===== config.mk =====
export PLATFORM = sky130hd
export DESIGN_NAME = lsu_miss_unit
export DESIGN_NICKNAME = d
export VERILOG_FILES = /design/src/source/lsu_pkg.sv /design/src/source/lsu_miss_unit.sv
export VERILOG_INCLUDE_DIRS = /design/src /design/src/source
export SDC_FILE = /design/constraint.sdc
export NUM_CORES = 1
export LEC_CHECK = 0
export BUFFER_PORTS_ARGS = -buffer_cell sky130_fd_sc_hd__buf_2
export CAP_MARGIN = 20
export CORE_AREA = 2 2 140 142
export CTS_CLUSTER_SIZE = 14
export DETAILED_ROUTE_END_ITERATION = 8
export DIE_AREA = 0 0 142 144
export PLACE_DENSITY_LB_ADDON = 0.3
export SYNTH_ARGS = -nofsm -noshare
export SYNTH_HDL_FRONTEND = slang
export SYNTH_SLANG_ARGS = --single-unit

===== constraint.sdc =====
create_clock -name i_clk -period 4.42 [get_ports i_clk]
set_input_delay 0.442 -clock i_clk [delete_from_list [all_inputs] [get_ports i_clk]]
set_output_delay 0.442 -clock i_clk [all_outputs]
set_load 0.1 [all_outputs]

===== src/source/lsu_defines.svh =====
`ifndef LSU_DEFINES_SVH
`define LSU_DEFINES_SVH

// ------------------------------------------------------------
// Address and data widths
// ------------------------------------------------------------
`define LSU_PADDR_W 32
`define LSU_XLEN_W 32

// Four words per line
`define LSU_LINE_W 128

// 64 lines, direct mapped
`define LSU_INDEX_W 6

// ------------------------------------------------------------
// Cache read port numbering
// ------------------------------------------------------------
`define LSU_SNOOP_PORT 0
`define LSU_PTW_PORT 1
`define LSU_LD_PORT 2
`define LSU_RD_PORT_NUM 3

`endif

===== src/source/lsu_pkg.sv =====
`default_nettype none

`include "lsu_defines.svh"

package lsu_pkg;

  // Result of one cache lookup as seen by a requester
  typedef enum logic [1:0] {
    STATUS_NONE,
    STATUS_HIT,
    STATUS_MISS,
    STATUS_CONFLICT
  } l1d_status_t;

  // One full cache line
  typedef logic [`LSU_LINE_W-1:0] line_t;

endpackage

`default_nettype wire


===== src/source/lsu_miss_unit.sv =====
`timescale 1ns/1ps
`default_nettype none

`include "lsu_defines.svh"

module lsu_miss_unit (
  input  wire logic                    i_clk,
  input  wire logic                    i_reset_n,

  input  wire logic                    i_miss_req,
  input  wire logic [`LSU_PADDR_W-1:0] i_miss_paddr,
  output logic                         o_miss_busy,

  output logic                         o_l2_req_valid,
  output logic [`LSU_PADDR_W-1:0]      o_l2_req_paddr,
  input  wire logic                    i_l2_req_ready,
  input  wire logic                    i_l2_resp_valid,
  input  lsu_pkg::line_t               i_l2_resp_data,

  output logic                         o_refill_valid,
  output logic [`LSU_PADDR_W-1:0]      o_refill_paddr,
  output lsu_pkg::line_t               o_refill_data,
  output logic                         o_refill_evt
);

  localparam int OFF_W = $clog2(`LSU_LINE_W / 8);

  typedef enum logic [1:0] {
    ST_IDLE,
    ST_REQ,
    ST_WAIT,
    ST_REFILL
  } miss_state_t;

  miss_state_t r_state;

  logic [`LSU_PADDR_W-OFF_W-1:0] r_line_addr;
  lsu_pkg::line_t                r_line_data;

  // ------------------------------------------------------------
  // Single entry FSM
  // ------------------------------------------------------------
  always_ff @(posedge i_clk, negedge i_reset_n) begin
    if (!i_reset_n) begin
      r_state <= ST_IDLE;
    end else begin
      case (r_state)
        ST_IDLE:   if (i_miss_req) r_state <= ST_REQ;
        ST_REQ:    if (i_l2_req_ready) r_state <= ST_WAIT;
        ST_WAIT:   if (i_l2_resp_valid) r_state <= ST_REFILL;
        ST_REFILL: r_state <= ST_IDLE;
        default:   r_state <= ST_IDLE;
      endcase
    end
  end

  // Line address and returned data
  always_ff @(posedge i_clk) begin
    if (r_state == ST_IDLE && i_miss_req) begin
      r_line_addr <= i_miss_paddr[`LSU_PADDR_W-1:OFF_W];
    end
    if (r_state == ST_WAIT && i_l2_resp_valid) begin
      r_line_data <= i_l2_resp_data;
    end
  end

  assign o_miss_busy    = (r_state != ST_IDLE);
  assign o_l2_req_valid = (r_state == ST_REQ);
  assign o_l2_req_paddr = {r_line_addr, {OFF_W{1'b0}}};

  assign o_refill_valid = (r_state == ST_REFILL);
  assign o_refill_paddr = {r_line_addr, {OFF_W{1'b0}}};
  assign o_refill_data  = r_line_data;
  assign o_refill_evt   = o_refill_valid;

  // L2 request holds its address until accepted
  a_req_stable : assert property (
    @(posedge i_clk) disable iff (!i_reset_n)
    o_l2_req_valid && !i_l2_req_ready |=> o_l2_req_valid && $stable(o_l2_req_paddr)
  );

endmodule

`default_nettype wire


Yosys cells after proc, flatten, opt, wreduce, memory -nomap -nowiden
Cells that the tools add are included.
{"block": "word_totals", "in_bits": 165, "output_inout_bits": 196, "wordCells": 18, "ff_bits": 158}
{"block": "classes", "muxes": 4, "n_reduce_logical": 5, "n_eq_ne": 6}
{"cell": "2-bit case mux with 4 select lines", "n": 1}
{"cell": "2-bit two-way mux", "n": 3}
{"cell": "2-bit equality test (second input constant)", "n": 2}
{"cell": "2-bit inequality test (second input constant)", "n": 2}
{"cell": "3-bit AND reduction", "n": 1}
{"cell": "2-bit by 1-bit equality test with 1-bit output (second input constant)", "n": 1}
{"cell": "1-bit logical AND", "n": 2}
{"cell": "2-bit logical NOT", "n": 1}
{"cell": "2-bit by 1-bit inequality test with 1-bit output (second input constant)", "n": 1}
{"cell": "2-bit nonzero test", "n": 1}

Longest topological paths before layout
{"block": "depth", "ltp_word": 3, "ltp_mapped": 4, "mapped_depth_nobuf": 4}

Worst setup path after synthesis
Ideal clock, no wire load.
{"block": "synth_path", "path_type": "reg-to-reg", "startpoint": "register r_state[0]", "endpoint": "register r_line_data[0], in the netlist o_refill_data[0] (enable)", "path_buffers": 0, "path_stages_with_launch": 4, "required_time_ps": 3918, "t_arrival_ps": 3600, "slack_ps": 318, "path_cell_list": "dfrtp_1 -> inv_1 -> ha_1 -> and2_1"}
{"block": "synth_via", "elab_chain_cells": 2}
{"element": "start, declared", "line": "lsu_miss_unit.sv:35", "text": "miss_state_t r_state;"}
{"element": "start signal, assigned", "line": "lsu_miss_unit.sv:45", "text": "r_state <= ST_IDLE;"}
{"element": "start signal, assigned", "line": "lsu_miss_unit.sv:48", "text": "ST_IDLE: if (i_miss_req) r_state <= ST_REQ;"}
{"element": "start signal, assigned", "line": "lsu_miss_unit.sv:49", "text": "ST_REQ: if (i_l2_req_ready) r_state <= ST_WAIT;"}
{"element": "2-bit equality test", "line": "lsu_miss_unit.sv:62", "text": "if (r_state == ST_WAIT && i_l2_resp_valid) begin"}
{"element": "1-bit logical AND", "line": "lsu_miss_unit.sv:62"}
{"element": "end signal, assigned", "line": "lsu_miss_unit.sv:63", "text": "r_line_data <= i_l2_resp_data;"}
{"element": "end, declared", "line": "lsu_miss_unit.sv:38", "text": "lsu_pkg::line_t r_line_data;"}
No other way between the ends.
A chain may end at the register's enable or synchronous reset.

Worst setup path in the final report
{"block": "layout_path", "startpoint": "register r_state[0]", "endpoint": "register r_line_data[89], in the netlist o_refill_data[89] (enable)"}
Same word-level chain as after synthesis.

==> impl_metrics.tcl <==
set metrics [dict create \
    final.setup.tns_ns 0 \
    initial_utilization_pct 26.9 \
    num_vias 3189 \
    finalMaxSlewViolations 0 \
    cts_max_level 4 \
    die_h_um 144 \
    track_usage_pct 11.9 \
    required_ns 4.48 \
    min-delay-start "i_l2_resp_data[3]" \
    clk_path_buf_depth 2 \
    synth_seq_cells 158 \
    fin_crit_ns 2.22 \
    clk_pin_slew_ns 0.07 \
    syn-cell-area_um2 5130 \
    grt-ovfl-total 0 \
    syn_to_final_growth_pct 47.9 \
    synthDistinctLibCells 11 \
    skew_ns 0.00859 \
    via_per_inst 3.96 \
    dp_cells 770 \
    period_share_pct 50.3 \
    p_per_area_nw_per_um2 816 \
    critPathKind "reg -> reg" \
    cap_viol_max_count 0 \
    num-fill-cells 1796 \
    status "finished, final reports clean" \
    gp_congestion 0.736 \
    wl_per_cell_um 15.7 \
    synthCells 212 \
    rsz0062_at_grt "false" \
    ff2ff_path_depth 4 \
    die-area_um2 20400 \
    cts_made_buffers 17 \
    critPathCaptureType "flip-flop" \
    grt_pass1_wl_mm 17.6 \
    max_slew_margin_pct 51.8 \
    root_buffer "clkbuf_16" \
    final_common_cell "buf_2" \
    reg2reg_to "o_refill_data[89]" \
    placed_area_um2 6950 \
    synth.avg_cell_area_um2 24.2 \
    grt_max_degree 78 \
    cts_resized 0 \
    hp-class "in -> reg" \
    io_buffers 348 \
    hold_viol 0 \
    drc 0 \
    ys_warn_count 0 \
    stdcell_area_um2 7590 \
    p_leak_nw 3.26 \
    antenna_found_initial 4 \
    worst_pin_slew_ns 0.724 \
    drive_above_1_share_pct 68.0 \
    cp-start-kind "flip-flop" \
    dr.pass1.iters 4 \
    crit_fanout 77 \
    fmax_mhz 450 \
    drt-initial-drc-count 126 \
    num-nets-final 721 \
    final_cell_mix "348 x buf_2, 156 x edfxtp_1, 17 x clkbuf_16" \
    p_total_mw 6.19 \
    io_pins 361 \
    setup_viol 0 \
    synth_seq_area_share_pct 92.2 \
    core_um2 19100 \
    r2r_setup_slack_ns 2.20 \
    num_rows 51 \
    whs_path_depth 1 \
    peakVddDrop_uv 313 \
    clk_latency_ns 0.41 \
    cts_tree "done" \
    numClockSinks 158 \
    die_width_um 142 \
    antenna_left 0 \
    stdcell_count 805 \
    dp_hpwl_mm 9.82 \
    wirelength_mm 12.6 \
    rr_startpoint "r_state[0]" \
    min_to "o_refill_data[3]" \
    critPathArrivalTime_ns 2.29 \
    grt_pass1_vias 3342 \
]
==> through the flow <==
stage / hold slack (ns) / utilization, % / setup slack (ns)
floorplan: 0.146 / - / 0.318
global placement: 0.230 / 36.4 / 2.30
detailed placement: 0.231 / 36.4 / 2.19
CTS: 0.171 / 39.8 / 2.17
global route: 0.164 / 39.8 / 2.03
finish: 0.197 / 39.8 / 2.20
==> critical path, cell delays in order, from the launching register on <==
cell     delay (ns)
dfrtp_1        0.40
inv_1          0.12
ha_1           0.21
and2_4         0.59
buf_12         0.41
==> kinds of logic after synthesis <==
family	share of synthesized area [%]
adder cells (fa/ha/maj)	0.975
AND/OR/NAND/NOR	0.268
flip-flops	92.2
multiplexers	0.414
other	0.0730
buffers and inverters	5.85
AO/OA/AOI/OAI	0.195
==> final cells by class <==
cell class / instances / area, um^2 / area share (%)
inverter: 6 / 22.5 / 0.297
clock inverter: 15 / 196 / 2.59
clock buffer: 17 / 425 / 5.60
tap: 238 / 298 / 3.92
multi-input combinational: 18 / 130 / 1.71
antenna: 2 / 5.00 / 0.0659
sequential: 158 / 4730 / 62.4
timing repair buffer: 351 / 1780 / 23.4
==> layer usage <==
metal	track usage (%)	vias to the layer above	wire, um
met1	11.8	1496	4360
met2	20.6	225	6650
li1	-	1446	-
met5	0	-	7
met4	6.16	2	253
met3	5.76	20	1340
==> sequential cells by signal (all words and copies together) (netlist names) <==
signal and count:
r_line_addr 28, o_refill_data 128, r_state 2
==> power by group <==
part	switching (mW)	internal [mW]
combinational	2.35	0.273
clock	0.613	0.907
sequential	0.0716	1.98
total	3.03	3.16
==> how the worst max path moves through the flow <==
stage,startpoint,to,slack [ns],cells after the start
global placement,r_state[0],o_refill_data[103],2.30,4
floorplan,r_state[0],o_refill_data[0],0.32,3
CTS,r_state[0],o_refill_data[120],2.17,4
detailed placement,r_state[0],o_refill_data[42],2.19,4
global route,r_state[0],o_refill_data[89],2.03,4
finish,r_state[0],o_refill_data[89],2.20,4
==> cell usage after synthesis, drive strengths merged <==
| cell type | number | area [um^2] |
|---|---|---|
| dfrtp | 2 | 50.1 |
| mux2i | 1 | 10.0 |
| inv | 6 | 22.5 |
| buf | 37 | 278 |
| nor2 | 2 | 7.51 |
| ha | 4 | 50.1 |
| edfxtp | 156 | 4680 |
| mux2 | 1 | 11.3 |
| conb | 1 | 3.75 |
| a222oi | 1 | 10.0 |
| and2 | 1 | 6.26 |
==> what timing repair did <==
action                    4_1_cts  5_1_grt
setup buffers                   0        0
hold buffers                    1        0
hold endpoints to repair        2        0
No activity file was read; power rests on OpenSTA's default activity.
