File: src/source/lsu_defines.svh
`ifndef LSU_DEFINES_SVH
`define LSU_DEFINES_SVH

// ------------------------------------------------------------
// Address and data widths
// ------------------------------------------------------------
`define LSU_PADDR_W 32
`define LSU_XLEN_W 32

// Four words per line
`define LSU_LINE_W 128

// 64 lines, direct mapped
`define LSU_INDEX_W 6

// ------------------------------------------------------------
// Cache read port numbering
// ------------------------------------------------------------
`define LSU_SNOOP_PORT 0
`define LSU_PTW_PORT 1
`define LSU_LD_PORT 2
`define LSU_RD_PORT_NUM 3

`endif
File: src/source/lsu_pkg.sv
`default_nettype none

`include "lsu_defines.svh"

package lsu_pkg;

  // Result of one cache lookup as seen by a requester
  typedef enum logic [1:0] {
    STATUS_NONE,
    STATUS_HIT,
    STATUS_MISS,
    STATUS_CONFLICT
  } l1d_status_t;

  // One full cache line
  typedef logic [`LSU_LINE_W-1:0] line_t;

endpackage

`default_nettype wire

File: src/source/l1d_rd_if.sv
`timescale 1ns/1ps
`default_nettype none

`include "lsu_defines.svh"

interface l1d_rd_if;

  // Stage s0, request
  logic                    s0_valid;
  logic [`LSU_PADDR_W-1:0] s0_paddr;

  // Stage s1, exactly one flag per request
  logic                    s1_hit;
  logic                    s1_miss;
  logic                    s1_conflict;
  lsu_pkg::line_t          s1_data;

  modport requester (
    output s0_valid, s0_paddr,
    input  s1_hit, s1_miss, s1_conflict, s1_data
  );

  modport cache (
    input  s0_valid, s0_paddr,
    output s1_hit, s1_miss, s1_conflict, s1_data
  );

endinterface

`default_nettype wire

File: src/source/lsu_load_pipe.sv
`timescale 1ns/1ps
`default_nettype none

`include "lsu_defines.svh"

module lsu_load_pipe (
  input  wire logic                    i_clk,
  input  wire logic                    i_reset_n,

  input  wire logic                    i_ld_valid,
  input  wire logic [`LSU_PADDR_W-1:0] i_ld_paddr,

  l1d_rd_if.requester                  rd,

  input  wire logic                    i_miss_busy,
  output logic                         o_miss_req,
  output logic [`LSU_PADDR_W-1:0]      o_miss_paddr,

  output logic                         o_ld_resp_valid,
  output lsu_pkg::l1d_status_t         o_ld_resp_status,
  output logic [`LSU_XLEN_W-1:0]       o_ld_resp_data,

  output logic                         o_hit_evt,
  output logic                         o_miss_evt
);

  localparam int BYTE_W = $clog2(`LSU_XLEN_W / 8);
  localparam int SEL_W  = $clog2(`LSU_LINE_W / `LSU_XLEN_W);

  logic                    r_s1_valid;
  logic [`LSU_PADDR_W-1:0] r_s1_paddr;
  logic [SEL_W-1:0]        w_word_sel;

  assign rd.s0_valid = i_ld_valid;
  assign rd.s0_paddr = i_ld_paddr;

  always_ff @(posedge i_clk, negedge i_reset_n) begin
    if (!i_reset_n) begin
      r_s1_valid <= 1'b0;
    end else begin
      r_s1_valid <= i_ld_valid;
    end
  end

  // Kept for the word select and the miss address
  always_ff @(posedge i_clk) begin
    r_s1_paddr <= i_ld_paddr;
  end

  assign w_word_sel = r_s1_paddr[BYTE_W +: SEL_W];

  // ------------------------------------------------------------
  // Response and miss hand-off
  // ------------------------------------------------------------
  assign o_ld_resp_valid  = r_s1_valid;
  assign o_ld_resp_status = rd.s1_conflict ? lsu_pkg::STATUS_CONFLICT :
                            rd.s1_hit      ? lsu_pkg::STATUS_HIT :
                            rd.s1_miss     ? lsu_pkg::STATUS_MISS :
                                             lsu_pkg::STATUS_NONE;
  assign o_ld_resp_data   = rd.s1_hit ? rd.s1_data[w_word_sel * `LSU_XLEN_W +: `LSU_XLEN_W] :
                                        '0;

  // Dropped while the single miss entry is taken
  assign o_miss_req   = r_s1_valid & rd.s1_miss & ~i_miss_busy;
  assign o_miss_paddr = r_s1_paddr;

  assign o_hit_evt  = r_s1_valid & rd.s1_hit;
  assign o_miss_evt = r_s1_valid & rd.s1_miss;

endmodule

`default_nettype wire

File: src/flat_wrapper.sv
// flat-port wrapper written by rule: the top's interface ports become plain ports
module lsu_load_pipe_flat 
  (i_clk, i_reset_n, i_ld_valid, i_ld_paddr, i_miss_busy, o_miss_req, o_miss_paddr, o_ld_resp_valid, o_ld_resp_status, o_ld_resp_data, o_hit_evt, o_miss_evt, rd_s0_valid, rd_s0_paddr, rd_s1_hit, rd_s1_miss, rd_s1_conflict, rd_s1_data);
  l1d_rd_if rd_i ();
  input  wire logic i_clk;
  input  wire logic i_reset_n;
  input  wire logic i_ld_valid;
  input  wire logic [`LSU_PADDR_W-1:0] i_ld_paddr;
  input  wire logic i_miss_busy;
  output logic o_miss_req;
  output logic [`LSU_PADDR_W-1:0] o_miss_paddr;
  output logic o_ld_resp_valid;
  output lsu_pkg::l1d_status_t o_ld_resp_status;
  output logic [`LSU_XLEN_W-1:0] o_ld_resp_data;
  output logic o_hit_evt;
  output logic o_miss_evt;
  output wire logic [$bits(rd_i.s0_valid)-1:0] rd_s0_valid;
  output wire logic [$bits(rd_i.s0_paddr)-1:0] rd_s0_paddr;
  input wire logic [$bits(rd_i.s1_hit)-1:0] rd_s1_hit;
  input wire logic [$bits(rd_i.s1_miss)-1:0] rd_s1_miss;
  input wire logic [$bits(rd_i.s1_conflict)-1:0] rd_s1_conflict;
  input wire logic [$bits(rd_i.s1_data)-1:0] rd_s1_data;
  assign rd_s0_valid = rd_i.s0_valid;
  assign rd_s0_paddr = rd_i.s0_paddr;
  assign rd_i.s1_hit = rd_s1_hit;
  assign rd_i.s1_miss = rd_s1_miss;
  assign rd_i.s1_conflict = rd_s1_conflict;
  assign rd_i.s1_data = rd_s1_data;
  lsu_load_pipe u_core (.i_clk(i_clk), .i_reset_n(i_reset_n), .i_ld_valid(i_ld_valid), .i_ld_paddr(i_ld_paddr), .rd(rd_i), .i_miss_busy(i_miss_busy), .o_miss_req(o_miss_req), .o_miss_paddr(o_miss_paddr), .o_ld_resp_valid(o_ld_resp_valid), .o_ld_resp_status(o_ld_resp_status), .o_ld_resp_data(o_ld_resp_data), .o_hit_evt(o_hit_evt), .o_miss_evt(o_miss_evt));
endmodule
File: config.mk
export PLATFORM = sky130hd
export DESIGN_NAME = lsu_load_pipe_flat
export DESIGN_NICKNAME = d
export VERILOG_FILES = /design/src/source/lsu_pkg.sv /design/src/source/l1d_rd_if.sv /design/src/source/lsu_load_pipe.sv /design/src/flat_wrapper.sv
export VERILOG_INCLUDE_DIRS = /design/src /design/src/source
export SDC_FILE = /design/constraint.sdc
export NUM_CORES = 1
export LEC_CHECK = 0
export ABC_AREA = 0
export BUFFER_PORTS_ARGS = -buffer_cell sky130_fd_sc_hd__buf_2
export CORE_AREA = 5 5 101 103
export CTS_CLUSTER_DIAMETER = 40
export DETAILED_ROUTE_END_ITERATION = 16
export DIE_AREA = 0 0 106 108
export GPL_TIMING_DRIVEN = 0
export SKIP_CTS_REPAIR_TIMING = 1
export SLEW_MARGIN = 30
export SYNTH_ARGS = -nofsm -noshare
export SYNTH_HDL_FRONTEND = slang
export SYNTH_SLANG_ARGS = --single-unit
File: constraint.sdc
create_clock -name i_clk -period 2.73 [get_ports i_clk]
set_input_delay 0.1365 -clock i_clk [delete_from_list [all_inputs] [get_ports i_clk]]
set_output_delay 0.1365 -clock i_clk [all_outputs]
set_load 0.02 [all_outputs]
# Word-level counts from Yosys, hierarchy flattened
# Index checks and enable logic that the tools add are counted.
word_totals:
  regBits: 33
  in_bits: 167
  out_inout_bits: 103
  elab_cells: 11
op_classes:
  shifts: 1
  mux: 4
  bitwise_logic: 4
op_table:
  columns: ["operator", "count"]
  rows:
  - ["$shiftx A128 B8 Y32", 1]
  - ["$mux W32", 1]
  - ["$mux W2", 3]
  - ["$and A1 B1 Y1", 3]
  - ["$not A1 Y1", 1]

# Longest topological paths before layout
# Gate-level depths: netlist of run 1.
logic_depth:
  word_depth: 3
  depth_mapped: 4
  ltp_nobuf: 2

# Least setup slack after synthesis of run 1
# No wires, ideal clock.
synth_path:
  kind: "register -> output"
  from: "reg u_core.r_s1_paddr[3] (netlist: u_core.o_miss_paddr[3])"
  to: "out o_ld_resp_data[10]"
  arrival_ps: 1254
  required_time_ps: 2594
  setup_slack_ps: 1340
  stages_incl_launch_ff: 5
  n_path_buf: 2
  cell_sequence: "dfxtp_1 > buf_6 > buf_8 > mux2i_1 > o22ai_1"
synth_via:
  elab_chain_len: 2
synth_rtl:
  columns: ["element", "line_no", "rtl"]
  rows:
  - ["start: declaration", "lsu_load_pipe.sv:31", "logic [`LSU_PADDR_W-1:0] r_s1_paddr;"]
  - ["start signal: assignment", "lsu_load_pipe.sv:47", "r_s1_paddr <= i_ld_paddr;"]
  - ["$shiftx A128 B8 Y32", "lsu_load_pipe.sv:60", "assign o_ld_resp_data = rd.s1_hit ? rd.s1_data[w_word_sel * `LSU_XLEN_W +: `LSU_XLEN_W] :"]
  - ["$mux W32", "lsu_load_pipe.sv:60", null]
  - ["end: declaration", "flat_wrapper.sv:14", "output logic [`LSU_XLEN_W-1:0] o_ld_resp_data;"]
# Every way passes these cells.

# Worst setup path after layout of run 1
layout_path:
  from: "reg u_core.r_s1_paddr[2] (netlist: u_core.o_miss_paddr[2])"
  to: "out o_ld_resp_data[11]"
# The elaborated chain is that of the path after synthesis.

==> impl_metrics.ini, run 1 <==
[sta]
clock.fmax_mhz = 545
worst_pin_slew_ns = 0.533
period_share_pct = 67.2
drv_slew = 0
fin_setup_tns_ns = 0
grt_setup_unrepaired = no
final-setup-viol-count = 0
relSlewSlack_pct = 64.5
hold_viol = 0
min_period_ns = 1.83

[clocking]
cts.sinks = 33
cts_made_buffers = 5
cts_tree = done
htreeDepth = 2
cts_buffer_depth = 2
clockRootBuffer = clkbuf_8
cts.reportedPaths.clkPinSlew_ns = 0.06

[global_routing]
grt_overflow_total = 0
grt_start_max_net_pins = 11
grt_pass1_wl_microns = 12900
antenna_found_initial = 0
grt_usage_pct = 14.3
grt_pass1_vias = 2569

[placed_design]
gp_congestion = 0.807
port_buffers = 269
dpl.hpwl_microns = 7930
dpl-instance-area_sq_mm = 0.00343

[worst_setup_path]
critPathLaunch = u_core.o_miss_paddr[2]
crit_fanout = 10
path_class = register to primary output
worst_setup_path_end_kind = primary output
cp_data_required_time_ns = 2.59
arrival_ns = 1.70
critPathLaunchType = register

[route]
wl_microns = 9720
post_drt_wl_per_cell_microns = 16.1
drtIter0Drc = 73
vias_per_cell = 4.23
drtPass1Iterations = 4
vias = 2559
ant_nets = 0
route.detailed.drc = 0

[yosys]
synth_cells = 183
synth_area_sq_mm = 0.00194
synth_top_family_by_area = multiplexers
ys_ff_latch = 33
ys_warn_count = 0
synth-adder-area-share_pct = 0
muxShareOfSynthArea_pct = 33.0
synth_simple_gate_area_share_pct = 1.80
synth-xor-area-share_pct = 0
synth_nets = 350
ys_seq_area_share_pct = 34.3
synth_cell_type_count = 18
synth_compound_area_share_pct = 10.7
avgSynthCellArea_sq_um = 10.6

[layout]
area_delta_synth_final_pct = 99.2
final_cell_area_sq_mm = 0.00387
fillers = 878
layout-drive-gt1-share_pct = 64.8
antenna-diode-count = 0
final_nets = 660

[min_path]
worstHoldPathType = input pin to async pin

[run_status]
outcome = finished clean

[run]
drv_cap = 0

[die]
rows = 35
io_pins = 270
dieArea_sq_mm = 0.0114
initial_core_util_pct = 21.3
dieWidth_microns = 106
core-area_sq_mm = 0.00911
die_height_microns = 108

[power_and_ir_drop]
p_leak_nw = 2.24
power_density_mw_per_mm2 = 385
peakVddDrop_uv = 441
total_power_mw = 1.49
==> worst max-delay path by stage <==
stage | depth (start not counted) | end | slack [ns]
global placement | 4 | o_ld_resp_data[11] | 1.20
global route | 4 | o_ld_resp_data[18] | 0.75
floorplan | 4 | o_ld_resp_data[10] | 1.34
detailed placement | 4 | o_ld_resp_data[18] | 1.15
CTS | 4 | o_ld_resp_data[18] | 0.84
finish | 4 | o_ld_resp_data[11] | 0.90
==> state kept, by name, indices dropped and copies added, names as in the netlist <==
signal and flops:
u_core.o_miss_paddr 32, u_core.o_ld_resp_valid 1
==> synth_stat cells <==
cell type  number  area [sq um]
a21o_1          1          7.51
and2_1          2          12.5
buf_1           1          3.75
buf_12          3          60.1
buf_2           2          10.0
buf_4          33           248
buf_6           1          11.3
buf_8           3          45.0
clkbuf_1        3          11.3
dfrtp_1         1          25.0
dfxtp_1        32           641
inv_1           1          3.75
mux2i_1        64           641
nand2_1         1          3.75
nand2b_1        1          6.26
nor2b_1         1          6.26
o22ai_1        32           200
or2_2           1          6.26
==> worst max-delay path: stages, from the launching register on <==
cell,delay (ns)
dfxtp_1,0.34
nand2b_1,0.24
buf_1,0.45
o22ai_1,0.19
buf_2,0.20
==> cells by family after synthesis <==
group | count (synthesis)
muxes | 64
buffers and inverters | 47
AOI/OAI and AO/OA | 33
DFF | 33
and+or+nand+nor | 6
==> layout make-up <==
type	instances	area, sq um	area share [%]
Clock buffer	7	96.3	2.49
Tap cell	111	139	3.59
Clock inverter	1	5.00	0.129
Buffer	46	389	10.1
Sequential cell	33	666	17.2
Timing Repair Buffer	303	1690	43.6
Inverter	1	3.75	0.0970
Multi-Input combinational cell	103	883	22.8
==> routing by layer <==
layer | up-vias | routed length, microns | track usage [%]
met5 | - | 0 | 0
met4 | 0 | 40 | 2.78
met3 | 4 | 1080 | 5.85
met2 | 144 | 5180 | 27.3
met1 | 1155 | 3430 | 14.7
li1 | 1256 | - | -
==> cells in the final DEF (no fill, tap or decap) <==
cell and instances:
clkbuf_8 7, nor2b_1 1, or2_2 1, nand2_1 1, buf_1 1, dlygate4sd3_1 34, buf_4 33, dfrtp_1 1
dfxtp_1 32, and2_1 2, a21o_1 1, buf_8 3, buf_6 1, buf_2 271, mux2i_1 64, clkinv_2 1
inv_1 1, buf_12 3, o22ai_1 32, nand2b_1 1, clkbuf_1 3
==> through the flow <==
step	hold WS, ns	utilization [%]	cells	setup WS (ns)
after floorplan	-0.159	-	183	1.34
after global placement	-0.0796	37.6	563	1.20
after detailed placement	-0.0819	37.6	563	1.15
after CTS	-0.383	38.7	571	0.837
after global routing	0.174	42.5	605	0.748
final	0.162	42.5	605	0.897
==> report_power, final <==
part / internal [mW] / total [mW] / switching (mW)
combinational: 0.286 / 0.579 / 0.293
sequential: 0.508 / 0.515 / 0.00719
clock: 0.228 / 0.396 / 0.168
No activity file was read; power rests on OpenSTA's default activity.
==> inputs of run 2 (changes only) <==
==> constraint.sdc (replaced) <==
create_clock -name i_clk -period 1.8 [get_ports i_clk]
set_input_delay 0.09 -clock i_clk [delete_from_list [all_inputs] [get_ports i_clk]]
set_output_delay 0.09 -clock i_clk [all_outputs]
set_load 0.02 [all_outputs]
==> impl_metrics.ini, run 2 (synthesis gave the netlist of run 1 again) <==
[global_routing]
grt_pass1_vias = 2569
grt_start_max_net_pins = 11
grt_overflow_total = 0
antenna_found_initial = 0
grt_pass1_wl_microns = 12900
grt_usage_pct = 14.3

[route]
route.detailed.drc = 0
ant_nets = 0
vias = 2560
drtIter0Drc = 73
drtPass1Iterations = 4
wl_microns = 9720
vias_per_cell = 4.23
post_drt_wl_per_cell_microns = 16.1

[sta]
relSlewSlack_pct = 65.9
min_period_ns = 1.67
clock.fmax_mhz = 597
fin_setup_tns_ns = 0
period_share_pct = 93.0
drv_slew = 0
worst_pin_slew_ns = 0.511
grt_setup_unrepaired = no
final-setup-viol-count = 0
fin_ws_ns = 0.126
hold_viol = 0

[clocking]
cts.sinks = 33
cts_buffer_depth = 2
cts.reportedPaths.clkPinSlew_ns = 0.06
cts_made_buffers = 5
cts_tree = done
clockRootBuffer = clkbuf_8
htreeDepth = 2

[placed_design]
gp_congestion = 0.807
port_buffers = 269
placed_cells = 563
dp_worst_setup_slack_ns = 0.265
dpl.hpwl_microns = 7930

[layout]
final_nets = 660
final_cell_mix = 271 x buf_2, 64 x mux2i_1, 34 x dlygate4sd3_1
antenna-diode-count = 0
fin_util_pct = 42.5
mostFrequentLayoutCell = buf_2
fin_cells = 605
layout-drive-gt1-share_pct = 65.2
largest_register_ffs = 32
area_delta_synth_final_pct = 99.4

[worst_setup_path]
crit_fanout = 10
cp_data_required_time_ns = 1.71
worst_setup_path_end_kind = primary output
path_class = register to primary output
arrival_ns = 1.58
critPathLaunchType = register

[power_and_ir_drop]
power_density_mw_per_mm2 = 584
peakVddDrop_uv = 668
total_power_mw = 2.26
p_leak_nw = 2.25

[die]
dieArea_sq_mm = 0.0114
die_height_microns = 108
rows = 35
initial_core_util_pct = 21.3
io_pins = 270
core-area_sq_mm = 0.00911
dieWidth_microns = 106

[run]
drv_cap = 0

[min_path]
worstHoldPathType = input pin to async pin

[run_status]
outcome = finished clean
-- run 2: layout make-up --
type,instances,area [sq um]
plain buffers,46,392
clock buffers,7,96.3
clock inverters,1,5.00
fillers,879,5240
inverters,1,3.75
multi-input cells,103,883
flip-flops and latches,33,666
well taps,111,139
repair buffers,303,1690
-- run 2: final timing paths --
check | cells after the start | from | slack (ns) | endpoint
max | 5 | u_core.o_miss_paddr[3] | 0.13 | o_ld_resp_data[21]
max in group asynchronous | 2 | i_reset_n | 1.60 | u_core.o_ld_resp_valid
min | 2 | i_reset_n | 0.12 | u_core.o_ld_resp_valid
min in group i_clk | 3 | i_miss_busy | 0.44 | o_miss_req
-- run 2: layer usage --
layer / up-vias / GRT usage, % / share of wire [%]
met1: 1156 / 14.7 / 35
met4: 0 / 2.78 / 0.41
met5: - / 0 / 0
li1: 1256 / - / -
met3: 4 / 5.85 / 11
met2: 144 / 27.3 / 53
-- run 2: per-stage QoR --
stage / hold slack, ns / cell area, sq um
2_1_floorplan: -0.206 / 1940
3_3_place_gp: -0.126 / 3430
3_5_place_dp: -0.128 / 3430
4_1_cts: -0.429 / 3530
5_1_grt: 0.128 / 3870
6_report: 0.116 / 3870
-- run 2: critical path: stages, from the launching register on --
cell and delay (ns):
dfxtp_1 0.36, buf_6 0.22, buf_8 0.18, mux2i_1 0.24
o22ai_1 0.11, buf_2 0.18
-- run 2: power by group --
group	total, mW	switching [mW]	internal (mW)
clock	0.600	0.255	0.345
combinational	0.879	0.445	0.434
sequential	0.781	0.0109	0.770
