$ cat src/source/lsu_ctrl_regs.sv
`timescale 1ns/1ps
`default_nettype none

module lsu_ctrl_regs (
  input  wire logic        i_clk,
  input  wire logic        i_reset_n,

  input  wire logic        i_cfg_wr,
  input  wire logic [1:0]  i_cfg_addr,
  input  wire logic [31:0] i_cfg_wdata,
  output logic [31:0]      o_cfg_rdata,

  output logic             o_inval,

  input  wire logic        i_hit_evt,
  input  wire logic        i_miss_evt,
  input  wire logic        i_refill_evt
);

  logic            r_inval;
  logic [2:0][15:0] r_cnt;
  logic [2:0]       w_evt;

  // Counter slot n sits at address n+1
  assign w_evt = {i_refill_evt, i_miss_evt, i_hit_evt};

  // ------------------------------------------------------------
  // Invalidate command
  // ------------------------------------------------------------
  always_ff @(posedge i_clk, negedge i_reset_n) begin
    if (!i_reset_n) begin
      r_inval <= 1'b0;
    end else begin
      r_inval <= i_cfg_wr & (i_cfg_addr == 2'd0) & i_cfg_wdata[0];
    end
  end

  assign o_inval = r_inval;

  // Saturating event counters
  always_ff @(posedge i_clk, negedge i_reset_n) begin
    if (!i_reset_n) begin
      r_cnt <= '0;
    end else begin
      for (int i = 0; i < 3; i++) begin
        if (w_evt[i] && r_cnt[i] != 16'hffff) begin
          r_cnt[i] <= r_cnt[i] + 16'd1;
        end
      end
    end
  end

  always_comb begin
    case (i_cfg_addr)
      2'd1:    o_cfg_rdata = {16'h0, r_cnt[0]};
      2'd2:    o_cfg_rdata = {16'h0, r_cnt[1]};
      2'd3:    o_cfg_rdata = {16'h0, r_cnt[2]};
      default: o_cfg_rdata = '0;
    endcase
  end

endmodule

`default_nettype wire

$ cat config.mk
export PLATFORM = sky130hd
export DESIGN_NAME = lsu_ctrl_regs
export DESIGN_NICKNAME = d
export VERILOG_FILES = /design/src/source/lsu_ctrl_regs.sv
export SDC_FILE = /design/constraint.sdc
export NUM_CORES = 1
export LEC_CHECK = 0
export BUFFER_PORTS_ARGS = -buffer_cell sky130_fd_sc_hd__buf_4
export CAP_MARGIN = 40
export CORE_AREA = 2 2 100 102
export DETAILED_ROUTE_END_ITERATION = 6
export DIE_AREA = 0 0 102 104
export SYNTH_ARGS = -nofsm -noshare
export SYNTH_HDL_FRONTEND = slang
export SYNTH_SLANG_ARGS = --single-unit
$ cat constraint.sdc
create_clock -name i_clk -period 2.1 [get_ports i_clk]
set_input_delay 0.315 -clock i_clk [delete_from_list [all_inputs] [get_ports i_clk]]
set_output_delay 0.315 -clock i_clk [all_outputs]
set_load 0.005 [all_outputs]
## Word-level counts from Yosys, hierarchy flattened

Index checks and enable logic that the tools add are counted.

| word-level totals | value |
|---|---|
| register bits after elaboration | 49 |
| bits of input ports | 40 |
| output and inout bits | 33 |
| logic and storage cells | 20 |

| cells by class | value |
|---|---|
| add/subtract/negate cells | 3 |
| eq/ne operators | 6 |
| mux-type cells | 1 |
| bitwise gates (word level) | 2 |
| reduce and logical (&&, ||, !) cells | 4 |

Operators by type and width:

| operator | number |
|---|---|
| $add A16 B1 Y16 const B | 3 |
| $ne A16 B16 Y1 const B | 3 |
| $pmux W16 S3 | 1 |
| $eq A2 B2 Y1 const B | 2 |
| $logic_and A1 B1 Y1 | 3 |
| $and A1 B1 Y1 | 2 |
| $eq A2 B1 Y1 const B | 1 |
| $logic_not A2 Y1 | 1 |

## Depth between registers and ports, before layout

Gate-level depths: netlist of run 1.

| logic depth | value |
|---|---|
| depth after elaboration | 3 |
| gate-level depth with buffers | 6 |
| gate-level depth less buffers | 5 |

## Worst setup path before layout of run 1

No wires, ideal clock.

| timing | value |
|---|---|
| kind | register to register |
| start point | register r_cnt[0] (netlist name) |
| end point | register r_cnt[1] (netlist name) |
| library setup time | 125 ps |
| arrival time | 1746 ps |
| required time | 1975 ps |
| slack | 228 ps |
| cell stages (with the launch flop) | 7 |
| path buffers | 1 |
| clock period less this slack | 1872 ps |
| path through | dfrtp_1 ha_1 nand4_2 or4_1 buf_6 nand2_4 mux2_4 |

| between the ends | value |
|---|---|
| word-level cells in the longest chain between the ends | 2 |
| elaborated cells between the ends (all ways) | 3 |
| classes of those cells | add/sub: 1; eq/ne: 1; reduce/logical: 1 |

RTL lines:

| element | RTL line | text |
|---|---|---|
| from (decl) | 21 | `logic [2:0][15:0] r_cnt;` |
| from (signal, indexed assignment) | 47 | `r_cnt[i] <= r_cnt[i] + 16'd1;` |
| parallel branches: the longest is 2 deep, another holds $add A16 B1 Y16 | n/a |  |

Several ways; the timed one is not identified.
A chain may end at the register's enable or synchronous reset.

## Worst setup path in the final report of run 1

| timing | value |
|---|---|
| start point | register r_cnt[0] (netlist name) |
| end point | register r_cnt[9] (netlist name) |

Same word-level chain as after synthesis.

==> metrics.md, run 1 <==
| Metric | Value |
|---|---|
| Vias | 2,132 |
| Final Core Density | 0.345 |
| Total CTS buffers | 5 |
| Dpl hpwl | just under 5000 µm |
| CTS tree | yes |
| Slew Limit Fails | 0 |
| Final min period | approximately 1.9 ns |
| CTS resizes | 0 |
| Layout cells sized above 1 | 0.227 |
| Post-synth ARST share | 1.00 |
| Crit path DAT | approximately 2.1 ns |
| # DRC | 0 |
| Clk Latency, worst-skew pair | 0.31 ns |
| Met1 Use GR | 0.170 |
| EDFF count, synth | 0 |
| CP Capture Type | flop |
| Fmax | ~520 MHz |
| Dominant cell type by area after synthesis | dfrtp_1 |
| Most frequent cell after synthesis | dfrtp_1 |
| Cells after Synth | 278 |
| Commonest cells post-synth | 49 x dfrtp_1, 19 x mux2_2, 18 x xor2_1, 17 x nand3_1, 17 x xnor2_1 |
| Internal power | 2.03 mW |
| TritonCTS Sinks | between 40 and 50 |
| Top post-synthesis cells by area | dfrtp_1 43%, mux2_2 7.5%, xor2_1 5.5%, xnor2_1 5.2%, a22o_1 4.6% |
| Clock buffer depth | 2 |
| Syn. warnings | 0 |
| Slowest stage delay, CP | between 0.6 and 0.7 ns |
| Worst-path fanout max | 8 |
| Height of the die | approximately 100 µm |
| Buf+Inv Stages, Crit Path | 1 |
| Initial antenna violation count | 0 |
| Status | complete, no violations |
| Hold Fails Final Rpt | 0 |
| Std cell rows | 36 |
| Switching power | around 0.94 mW |
| First-pass GRT wire length | between 10,000 and 15,000 µm |
| Final total power | ~3 mW |
| Initial core utilization | 0.300 |
| Aggregate global-route resource usage | 0.126 |
| Core Box Area | between 9000 and 10,000 µm² |
| Busiest layer in global routing | met2 |
| Final GP Congestion | 0.778 |
| TritonRoute pass-1 iters | 5 |
| Final #Nets | ~350 |
| # fillers | between 900 and 1,000 |
| Area of the multi-input gates | approximately 1500 µm² |
| Worst setup startpoint | r_cnt[0]$_DFFE_PN0P_ |
| Reg2Reg Launch Point | r_cnt[0]$_DFFE_PN0P_ |
| Crit Path Category | flop to flop |
| Clock power frac | 0.270 |
| Kind of start point of the critical path | flop |
| Reg clk slew, reported paths | approximately 0.1 ns |
| Post-CTS setup buffers | 0 |
| VDD IR max | about 0.39 mV |
| Die area | 10,600 µm² |
| CTS Hold Bufs | 0 |
| Via/cell ratio | 4.83 |
| Total gr overflow | 0 |
| Slew margin rel. | 0.576 |
| Top_reg_cell synth | dfrtp_1 |
| RSZ-0062 raised after global routing | no |
| Largest net degree at the start of global routing | 50 |
| Fin crit share | 0.908 |
| Htree depth | 2 |
| ANT cells | 0 |
| Top Family by Delay on Critical Path | simple AND/OR/NAND/NOR gates |
| Seq. cell area | ~1200 µm² |
| Synthesis-to-layout area growth | 15.1% |
| Layout Skew | 0.00976 ns |
| Sw frac | 0.316 |
| Leakage power | approximately 1.5 nW |
| Worst Tran Pin Value | 0.636 ns |
| MaxCap Viol Count | 0 |
| Top cell type's share of synthesized area | 0.428 |
| Placement Setup Slack | around 0.23 ns |
| Initial DRC count | ~60 |
| WL/cell | approximately 14 µm |
| Hold Path Class | input pin to asynchronous set/reset pin |
| Critical Path RT | around 2.3 ns |
| IO buf count | 25 |
| Setup ws final | approximately 0.19 ns |
| Post-DP Area | between 3000 and 4000 µm² |
| Cell Area, Synth | ~2900 µm² |
| Reg2Reg Depth | 6 |
| Vias in the first global route | between 2,000 and 2,500 |
| CTS Root Cell | clkbuf_8 |
| Yosys reg bits | slightly below 50 |
| CP max stage cell | or4_1 |
| R2r setup slk | between 0.15 and 0.2 ns |
| Crit-path cells | ha_1 -> nand4_2 -> or4_1 -> buf_4 -> nand4_1 -> xnor2_1 |
| Sequential share of power | 0.477 |
| # IOs | between 70 and 80 |
| GR Layer Usage met3 | 0.0255 |
| Met2 Track Usage GR | 0.202 |
| Final wirelength | roughly 6400 µm |
| Die width | 102 µm |
| Setup TNS | 0 ns |
| Post-route cell area | between 3000 and 4000 µm² |
| Antenna Violating Nets Remaining | 0 |
| Synth Area per Inst | 10.3 µm² |
| Combinational power share | 0.253 |
| Capturing point of the worst reg2reg path | r_cnt[9]$_DFFE_PN0P_ |
| Sequential share of the synthesized area | 0.428 |
| Endpoints failing setup | 0 |
| Pwr per Cell Area | ~900 nW/µm² |
| Synth cell types | 44 |
[worst reg2reg max path: cells and delay by family, from the launching register on]
family	cells	cell delay, ns
XOR/XNOR	1	0.13
adder cells (fa/ha/maj)	1	0.23
buffers and inverters	1	0.21
flip-flops	1	0.36
AND/OR/NAND/NOR	3	0.91
[kinds of logic after synthesis]
| group | Yosys count | share of synthesized area |
|---|---|---|
| muxes | 21 | 0.0834 |
| DFF | 49 | 0.428 |
| AOI/OAI and AO/OA | 33 | 0.0852 |
| other | 1 | 0.00131 |
| xor gates and xnor gates | 35 | 0.107 |
| adders and majority gates | 4 | 0.0175 |
| buffers and inverters | 28 | 0.0611 |
| and+or+nand+nor | 107 | 0.217 |
[registers in the layout (all words and copies together), names as in the netlist]
signal and cells:
o_inval 1, r_cnt 48
[worst max-delay path by stage]
| stage | endpoint | slack [ns] | depth (start not counted) |
|---|---|---|---|
| floorplan | r_cnt[1]$_DFFE_PN0P_ | 0.23 | 6 |
| global placement | r_cnt[1]$_DFFE_PN0P_ | 0.24 | 5 |
| detailed placement | r_cnt[9]$_DFFE_PN0P_ | 0.23 | 6 |
| CTS | r_cnt[9]$_DFFE_PN0P_ | 0.19 | 6 |
| global route | r_cnt[9]$_DFFE_PN0P_ | 0.13 | 6 |
| finish | r_cnt[9]$_DFFE_PN0P_ | 0.19 | 6 |
[metal layers]
| layer | routed length, µm | up-vias |
|---|---|---|
| met5 | 0 | - |
| met4 | 118 | 0 |
| met3 | 238 | 10 |
| met2 | 3140 | 44 |
| met1 | 2880 | 1046 |
| li1 | - | 1032 |
[cell usage in the layout, fill, tap and decap left out, types with 2 or more instances in the layout]
master and n:
a21oi_1 7, a22o_1 15, a31oi_1 4, and3_1 4, and4_1 5, buf_4 32
bufinv_16 2, clkbuf_8 5, conb_1 16, dfrtp_1 49, ha_1 4, inv_1 3
mux2_2 19, nand2_1 16, nand3_1 17, nand4_1 16, nand4_2 2, nand4b_1 2
nor2_1 15, nor2b_1 2, nor3_1 12, nor3b_1 2, nor4_1 3, o21a_1 2
or2_2 2, or4_1 2, xnor2_1 17, xor2_1 18
[final cells by class]
class                           count  share of cell area
Clock buffer                        5              0.0209
Inverter                            3             0.00341
Sequential cell                    49               0.372
Clock inverter                      3              0.0197
Multi-Input combinational cell    216               0.461
Timing Repair Buffer               32              0.0728
Tap cell                          133              0.0505
[through the flow]
step           std cells  hold slack (ns)
6_report             441           0.0156
5_1_grt              441           0.0737
4_1_cts              441           0.0383
3_5_place_dp         433            0.380
3_3_place_gp         433            0.376
2_1_floorplan        293           0.0194
[power groups by stage]
stage	Combinational, mW	Sequential, mW	Clock (mW)
finish	0.751	1.41	0.801
global route	0.855	1.46	0.842
CTS	0.762	1.41	0.815
detailed placement	0.757	1.43	0
global placement	0.742	1.42	0
floorplan	0.530	1.36	0
(Power assumes the default switching activity.)
==> inputs of run 2 (changes only) <==
--- a/config.mk
+++ b/config.mk
@@ -5,11 +5,12 @@
 export SDC_FILE = /design/constraint.sdc
 export NUM_CORES = 1
 export LEC_CHECK = 0
+export ABC_AREA = 1
 export BUFFER_PORTS_ARGS = -buffer_cell sky130_fd_sc_hd__buf_4
 export CAP_MARGIN = 40
-export CORE_AREA = 2 2 100 102
+export CORE_AREA = 2 2 109 111
 export DETAILED_ROUTE_END_ITERATION = 6
-export DIE_AREA = 0 0 102 104
+export DIE_AREA = 0 0 111 113
 export SYNTH_ARGS = -nofsm -noshare
 export SYNTH_HDL_FRONTEND = slang
 export SYNTH_SLANG_ARGS = --single-unit
==> run 2 against run 1 <==
Hold slack improved by 0.045 ns; wire length up 33%; synthesized cell count rose by 80%; count of clock-buffer cells in the layout is the same.
==> metrics.md, run 2 <==
| Metric | Value |
|---|---|
| Status | complete, no violations |
| Layout cells sized above 1 | 0.140 |
| Slew margin rel. | 0.538 |
| Core Box Area | approximately 11,000 µm² |
| Sequential share of the synthesized area | 0.355 |
| Via/cell ratio | between 4 and 5 |
| Initial antenna violation count | 0 |
| Seq. cell area | 1230 µm² |
| Buf+Inv Stages, Crit Path | 2 |
| Kind of start point of the critical path | flop |
| Top cell type's share of synthesized area | 0.355 |
| # DRC | 0 |
| Final min period | 1.93 ns |
| Hold Slack | roughly 0.061 ns |
| Clock buffer depth | 2 |
| Die area | between 10,000 and 15,000 µm² |
| Vias in the first global route | 2,988 |
| RSZ-0062 raised after global routing | no |
| Reg clk slew, reported paths | ~0.070 ns |
| Worst Tran Pin Value | roughly 0.69 ns |
| Reg2Reg Launch Point | r_cnt[32]$_DFFE_PN0P_ |
| MaxCap Viol Count | 0 |
| Largest net degree at the start of global routing | 50 |
| First-pass GRT wire length | between 10,000 and 15,000 µm |
| Antenna Violating Nets Remaining | 0 |
| Worst-path fanout max | 15 |
| Slowest stage delay, CP | approximately 0.53 ns |
| Combinational power share | 0.230 |
| Reg with most FFs | r_cnt |
| Height of the die | between 100 and 150 µm |
| TritonRoute pass-1 iters | 4 |
| Initial core utilization | 0.306 |
| Top_reg_cell synth | dfrtp_1 |
| Top post-synthesis cells by area | dfrtp_1 36%, nand2_1 20%, inv_1 6.6%, nor2_1 5.1%, nand3_1 4.1% |
| Die width | 111 µm |
| Setup TNS | 0 ns |
| Most frequent cell after synthesis | nand2_1 |
| CP max stage cell | nor2_2 |
| Hold Path Class | input pin to asynchronous set/reset pin |
| Htree depth | 2 |
| Layout Skew | about 0.0047 ns |
| Largest register FFs | 48 |
| Synth Area per Inst | 6.90 µm² |
| Aggregate global-route resource usage | 0.140 |
| Clock power frac | 0.337 |
| Area of the multi-input gates | approximately 1900 µm² |
| Slew Limit Fails | 0 |
| Syn. warnings | 0 |
| Post-synth ARST share | 1.00 |
| # fillers | 1,191 |
| CTS tree | yes |
| Fmax | 518 MHz |
| Crit Path Category | flop to flop |
| Setup ws final | between 0.15 and 0.2 ns |
| Commonest cells after routing, fill and taps aside | 183 x nand2_1, 61 x inv_1, 49 x dfrtp_1 |
| Most common cell after layout, fill and taps aside | nand2_1 |
| Hold Fails Final Rpt | 0 |
| Synthesis-to-layout area growth | 13.7% |
| Clk Latency, worst-skew pair | slightly below 0.3 ns |
| Final GP Congestion | 0.899 |
| Yosys reg bits | 49 |
| IO buf count | 25 |
| Final wirelength | roughly 8500 µm |
| Commonest cells post-synth | 183 x nand2_1, 61 x inv_1, 49 x dfrtp_1, 47 x nor2_1, 28 x nand3_1 |
| CTS Root Cell | clkbuf_16 |
| TritonCTS Sinks | between 40 and 50 |
| Vias | between 3,000 and 4,000 |
| Endpoints failing setup | 0 |
| Worst setup startpoint | r_cnt[32]$_DFFE_PN0P_ |
| # IOs | 73 |
| Switching power | 1.03 mW |
| Dpl hpwl | ~6700 µm |
| Final #Nets | ~570 |
| Sequential share of power | 0.433 |
| VDD IR max | approximately 0.42 mV |
| Initial DRC count | roughly 190 |
| WL/cell | between 10 and 15 µm |
| Crit-path cells | ha_1 -> inv_1 -> nor2_1 -> nand2_2 -> nor2_2 -> nor2_2 -> inv_1 -> nand2_1 -> nand2_1 |
| CP Capture Type | flop |
| Leakage power | roughly 1.8 nW |
| Final total power | between 3 and 4 mW |
| Cells after Synth | 500 |
| Sw frac | 0.333 |
| Dominant cell type by area after synthesis | dfrtp_1 |
| Crit path DAT | approximately 2.1 ns |
| Total CTS buffers | 5 |
| Placement Setup Slack | roughly 0.19 ns |
| EDFF count, synth | 0 |
| Total gr overflow | 0 |
| Synth cell types | 29 |
| Top Family by Delay on Critical Path | simple AND/OR/NAND/NOR gates |
| Fin crit share | 0.919 |
| Critical Path RT | ~2.3 ns |
| Pwr per Cell Area | ~800 nW/µm² |
| Cell Area, Synth | between 3000 and 4000 µm² |
| Internal power | about 2.1 mW |
| Std cell rows | 39 |
| ANT cells | 0 |
[run 2: cell count changes in the layout (fill, tap and decap cells not counted), sizes merged, moves of 12 or more]
cell and delta:
nand2 +175, inv +59, mux2 -20, nand3 +12, o221ai +16, nor2 +48, xnor2 -14, a22o -16
o21ai +23
[run 2: power by group through the flow]
stage               combinational [mW]  clock [mW]  sequential (mW)
floorplan                        0.551           0             1.27
CTS                              0.721        1.07             1.34
global placement                 0.699           0             1.35
detailed placement               0.718           0             1.35
finish                           0.714        1.05             1.34
global route                     0.812        1.10             1.38
[run 2: cells by family (layout without fill, tap and decap cells)]
logic type | after synthesis | in the layout | share of synthesized area
simple gates | 309 | 309 | 0.395
xor+xnor | 12 | 12 | 0.0305
buf+inv | 84 | 97 | 0.115
fa+ha+maj | 4 | 4 | 0.0145
flops | 49 | 49 | 0.355
compound gates | 41 | 41 | 0.0885
other cells | 1 | 16 | 0.00109
[run 2: what timing repair did]
item                                    CTS  global route
endpoints found under the setup margin    0             1
hold buffers                              0             0
gates resized for setup                   0             1
buffers inserted                          0             0
[run 2: final timing paths]
path / endpoint / slack, ns / cells after the start
hold / removal: r_cnt[15]$_DFFE_PN0P_ / 0.06 / 1
hold reg to reg: r_cnt[47]$_DFFE_PN0P_ / 0.50 / 2
setup / recovery: r_cnt[32]$_DFFE_PN0P_ / 0.17 / 9
setup reg to reg: r_cnt[32]$_DFFE_PN0P_ / 0.17 / 9
min in group i_clk: o_inval$_DFF_PN0_ / 0.22 / 2
max in group asynchronous: r_cnt[32]$_DFFE_PN0P_ / 1.61 / 1
[run 2: final cells by class]
| type | instances | area share |
|---|---|---|
| multi-input combinational | 382 | 0.482 |
| timing repair buffer | 27 | 0.0517 |
| sequential | 49 | 0.313 |
| inverter | 62 | 0.0593 |
| tap | 143 | 0.0456 |
| clock inverter | 3 | 0.0166 |
| clock buffer | 5 | 0.0319 |
[run 2: per-layer routing]
layer	GRT usage	part of all wire
met5	0	0
met2	0.249	0.49
met1	0.178	0.46
met4	0.0358	0.015
met3	0.0246	0.037
[run 2: per-stage QoR]
stage | util | instances | instance area [µm²]
floorplan | - | 515 | 3510
global placement | 0.330 | 663 | 3720
detailed placement | 0.330 | 663 | 3720
CTS | 0.347 | 671 | 3910
global route | 0.348 | 671 | 3920
finish | 0.348 | 671 | 3920
==> inputs of run 3 (changes only) <==
==> constraint.sdc (replaced) <==
create_clock -name i_clk -period 2.4 [get_ports i_clk]
set_input_delay 0.36 -clock i_clk [delete_from_list [all_inputs] [get_ports i_clk]]
set_output_delay 0.36 -clock i_clk [all_outputs]
set_load 0.005 [all_outputs]
==> run 3 against run 2 <==
Worst setup slack improved by 0.31 ns; critical path type unchanged; design area decreased by 1.2%; combinational power decreased by 13%; via count decreased by 0.38%; utilization decreased by 0.43 points; wire length decreased by 1.4%; maximum frequency increased by 0.65%; register-to-register slack improved by 0.31 ns; highest routed layer unchanged; clock skew about the same.
==> metrics.md, run 3 (synthesis gave the netlist of run 2 again) <==
| Metric | Value |
|---|---|
| Status | complete, no violations |
| Vias in the first global route | roughly 2,900 |
| Final Core Density | 0.344 |
| Hold Fails Final Rpt | 0 |
| CTS tree | yes |
| Largest net degree at the start of global routing | 50 |
| Capturing point of the worst reg2reg path | r_cnt[46]$_DFFE_PN0P_ |
| Via/cell ratio | approximately 4.7 |
| TritonRoute pass-1 iters | 4 |
| Commonest cells after routing, fill and taps aside | 183 x nand2_1, 61 x inv_1, 49 x dfrtp_1 |
| Crit path DAT | about 2.1 ns |
| Buf+Inv Stages, Crit Path | 2 |
| Crit Path Category | flop to flop |
| Final GP Congestion | roughly 0.9 |
| Reg clk slew, reported paths | about 0.070 ns |
| CTS Root Cell | clkbuf_16 |
| Crit-path cells | ha_1 -> inv_1 -> nor2_1 -> nand2_2 -> nor2_2 -> nor2_2 -> inv_1 -> nand2_1 -> nand2_1 |
| Post-CTS setup buffers | 0 |
| CTS resizes | 0 |
| Critical Path RT | between 2 and 3 ns |
| CTS Hold Bufs | 0 |
| Reg with most FFs | r_cnt |
| Slew Limit Fails | 0 |
| Worst-path fanout max | 15 |
| # DRC | 0 |
| Height of the die | 113 µm |
| Die width | between 100 and 150 µm |
| Core Box Area | around 11,000 µm² |
| Slew margin rel. | 0.526 |
| Initial DRC count | 172 |
| IO buf count | 25 |
| TritonCTS Sinks | between 40 and 50 |
| # IOs | 73 |
| Reg2Reg Depth | 9 |
| WL/cell | approximately 13 µm |
| Final min period | between 1.5 and 2 ns |
| Layout cells sized above 1 | 0.139 |
| R2r setup slk | just under 0.5 ns |
| Synthesis-to-layout area growth | 12.3% |
| Top Family by Delay on Critical Path | simple AND/OR/NAND/NOR gates |
| VDD IR max | 0.354 mV |
| ANT cells | 0 |
| Fmax | approximately 520 MHz |
| First-pass GRT wire length | ~14,000 µm |
| Leakage power | roughly 1.8 nW |
| Htree depth | 2 |
| Dpl hpwl | approximately 6700 µm |
| Final #Nets | 570 |
| Hold Path Class | input pin to asynchronous set/reset pin |
| MaxCap Viol Count | 0 |
| Std cell rows | 39 |
| Kind of start point of the critical path | flop |
| Total gr overflow | 0 |
| Final wirelength | approximately 8400 µm |
| Vias | ~3,100 |
| Largest register FFs | 48 |
| Setup ws final | ~0.48 ns |
| Pwr per Cell Area | ~660 nW/µm² |
| Antenna Violating Nets Remaining | 0 |
| Clk Latency, worst-skew pair | 0.29 ns |
| CP Capture Type | flop |
| Endpoints failing setup | 0 |
| Initial antenna violation count | 0 |
| Aggregate global-route resource usage | 0.140 |
| Reg2Reg Launch Point | r_cnt[32]$_DFFE_PN0P_ |
| Clock buffer depth | 2 |
| Most common cell after layout, fill and taps aside | nand2_1 |
| Worst setup startpoint | r_cnt[32]$_DFFE_PN0P_ |
| RSZ-0062 raised after global routing | no |
| Layout Skew | just under 0.005 ns |
| Slowest stage delay, CP | about 0.54 ns |
| CP max stage cell | nor2_2 |
| Worst Tran Pin Value | about 0.71 ns |
| Fin crit share | 0.799 |
| Die area | ~13,000 µm² |
| Initial core utilization | 0.306 |
| Final total power | 2.55 mW |
| Setup TNS | 0 ns |
| Placement Setup Slack | around 0.5 ns |
| Total CTS buffers | 5 |
## run 3: worst max path at each step
| stage | end | slack (ns) | depth (start not counted) |
|---|---|---|---|
| 5_1_grt | r_cnt[2]$_DFFE_PN0P_ | 0.33 | 7 |
| 2_1_floorplan | r_cnt[14]$_DFFE_PN0P_ | 0.97 | 7 |
| 3_5_place_dp | r_cnt[46]$_DFFE_PN0P_ | 0.50 | 9 |
| 3_3_place_gp | r_cnt[46]$_DFFE_PN0P_ | 0.50 | 9 |
| 6_report | r_cnt[46]$_DFFE_PN0P_ | 0.48 | 9 |
| 4_1_cts | r_cnt[46]$_DFFE_PN0P_ | 0.49 | 9 |
## run 3: report_power, final
part	switching (mW)	internal (mW)
clock network	0.305	0.442
registers	0.217	0.964
logic	0.369	0.250
total	0.891	1.66
## run 3: metrics by stage
stage	cell area [µm²]	instances	hold slack [ns]
finish	3870	670	0.106
global route	3870	670	0.160
CTS	3870	670	0.135
detailed placement	3720	662	0.442
global placement	3720	662	0.445
floorplan	3510	515	0.0644
## run 3: worst register-to-register path, delay by kind of cell (launching register included)
kind / cells / cell delay (ns)
fa+ha+maj: 1 / 0.27
simple gates: 6 / 0.87
buf+inv: 2 / 0.21
flops: 1 / 0.46
## run 3: area by class of cell
cell class | count | area [µm²]
tap | 143 | 179
sequential | 49 | 1230
fill | 1219 | 7400
timing repair buffer | 26 | 195
clock inverter | 1 | 5.00
inverter | 62 | 233
multi-input combinational | 382 | 1880
clock buffer | 7 | 153
## run 3: routing by layer
metal	share of wire	wire, µm	vias to the layer above	GRT usage
met2	0.48	3990	60	0.241
met3	0.038	319	12	0.0209
li1	-	-	1609	-
met1	0.46	3840	1444	0.179
met4	0.029	241	0	0.0525
met5	0	0	-	0
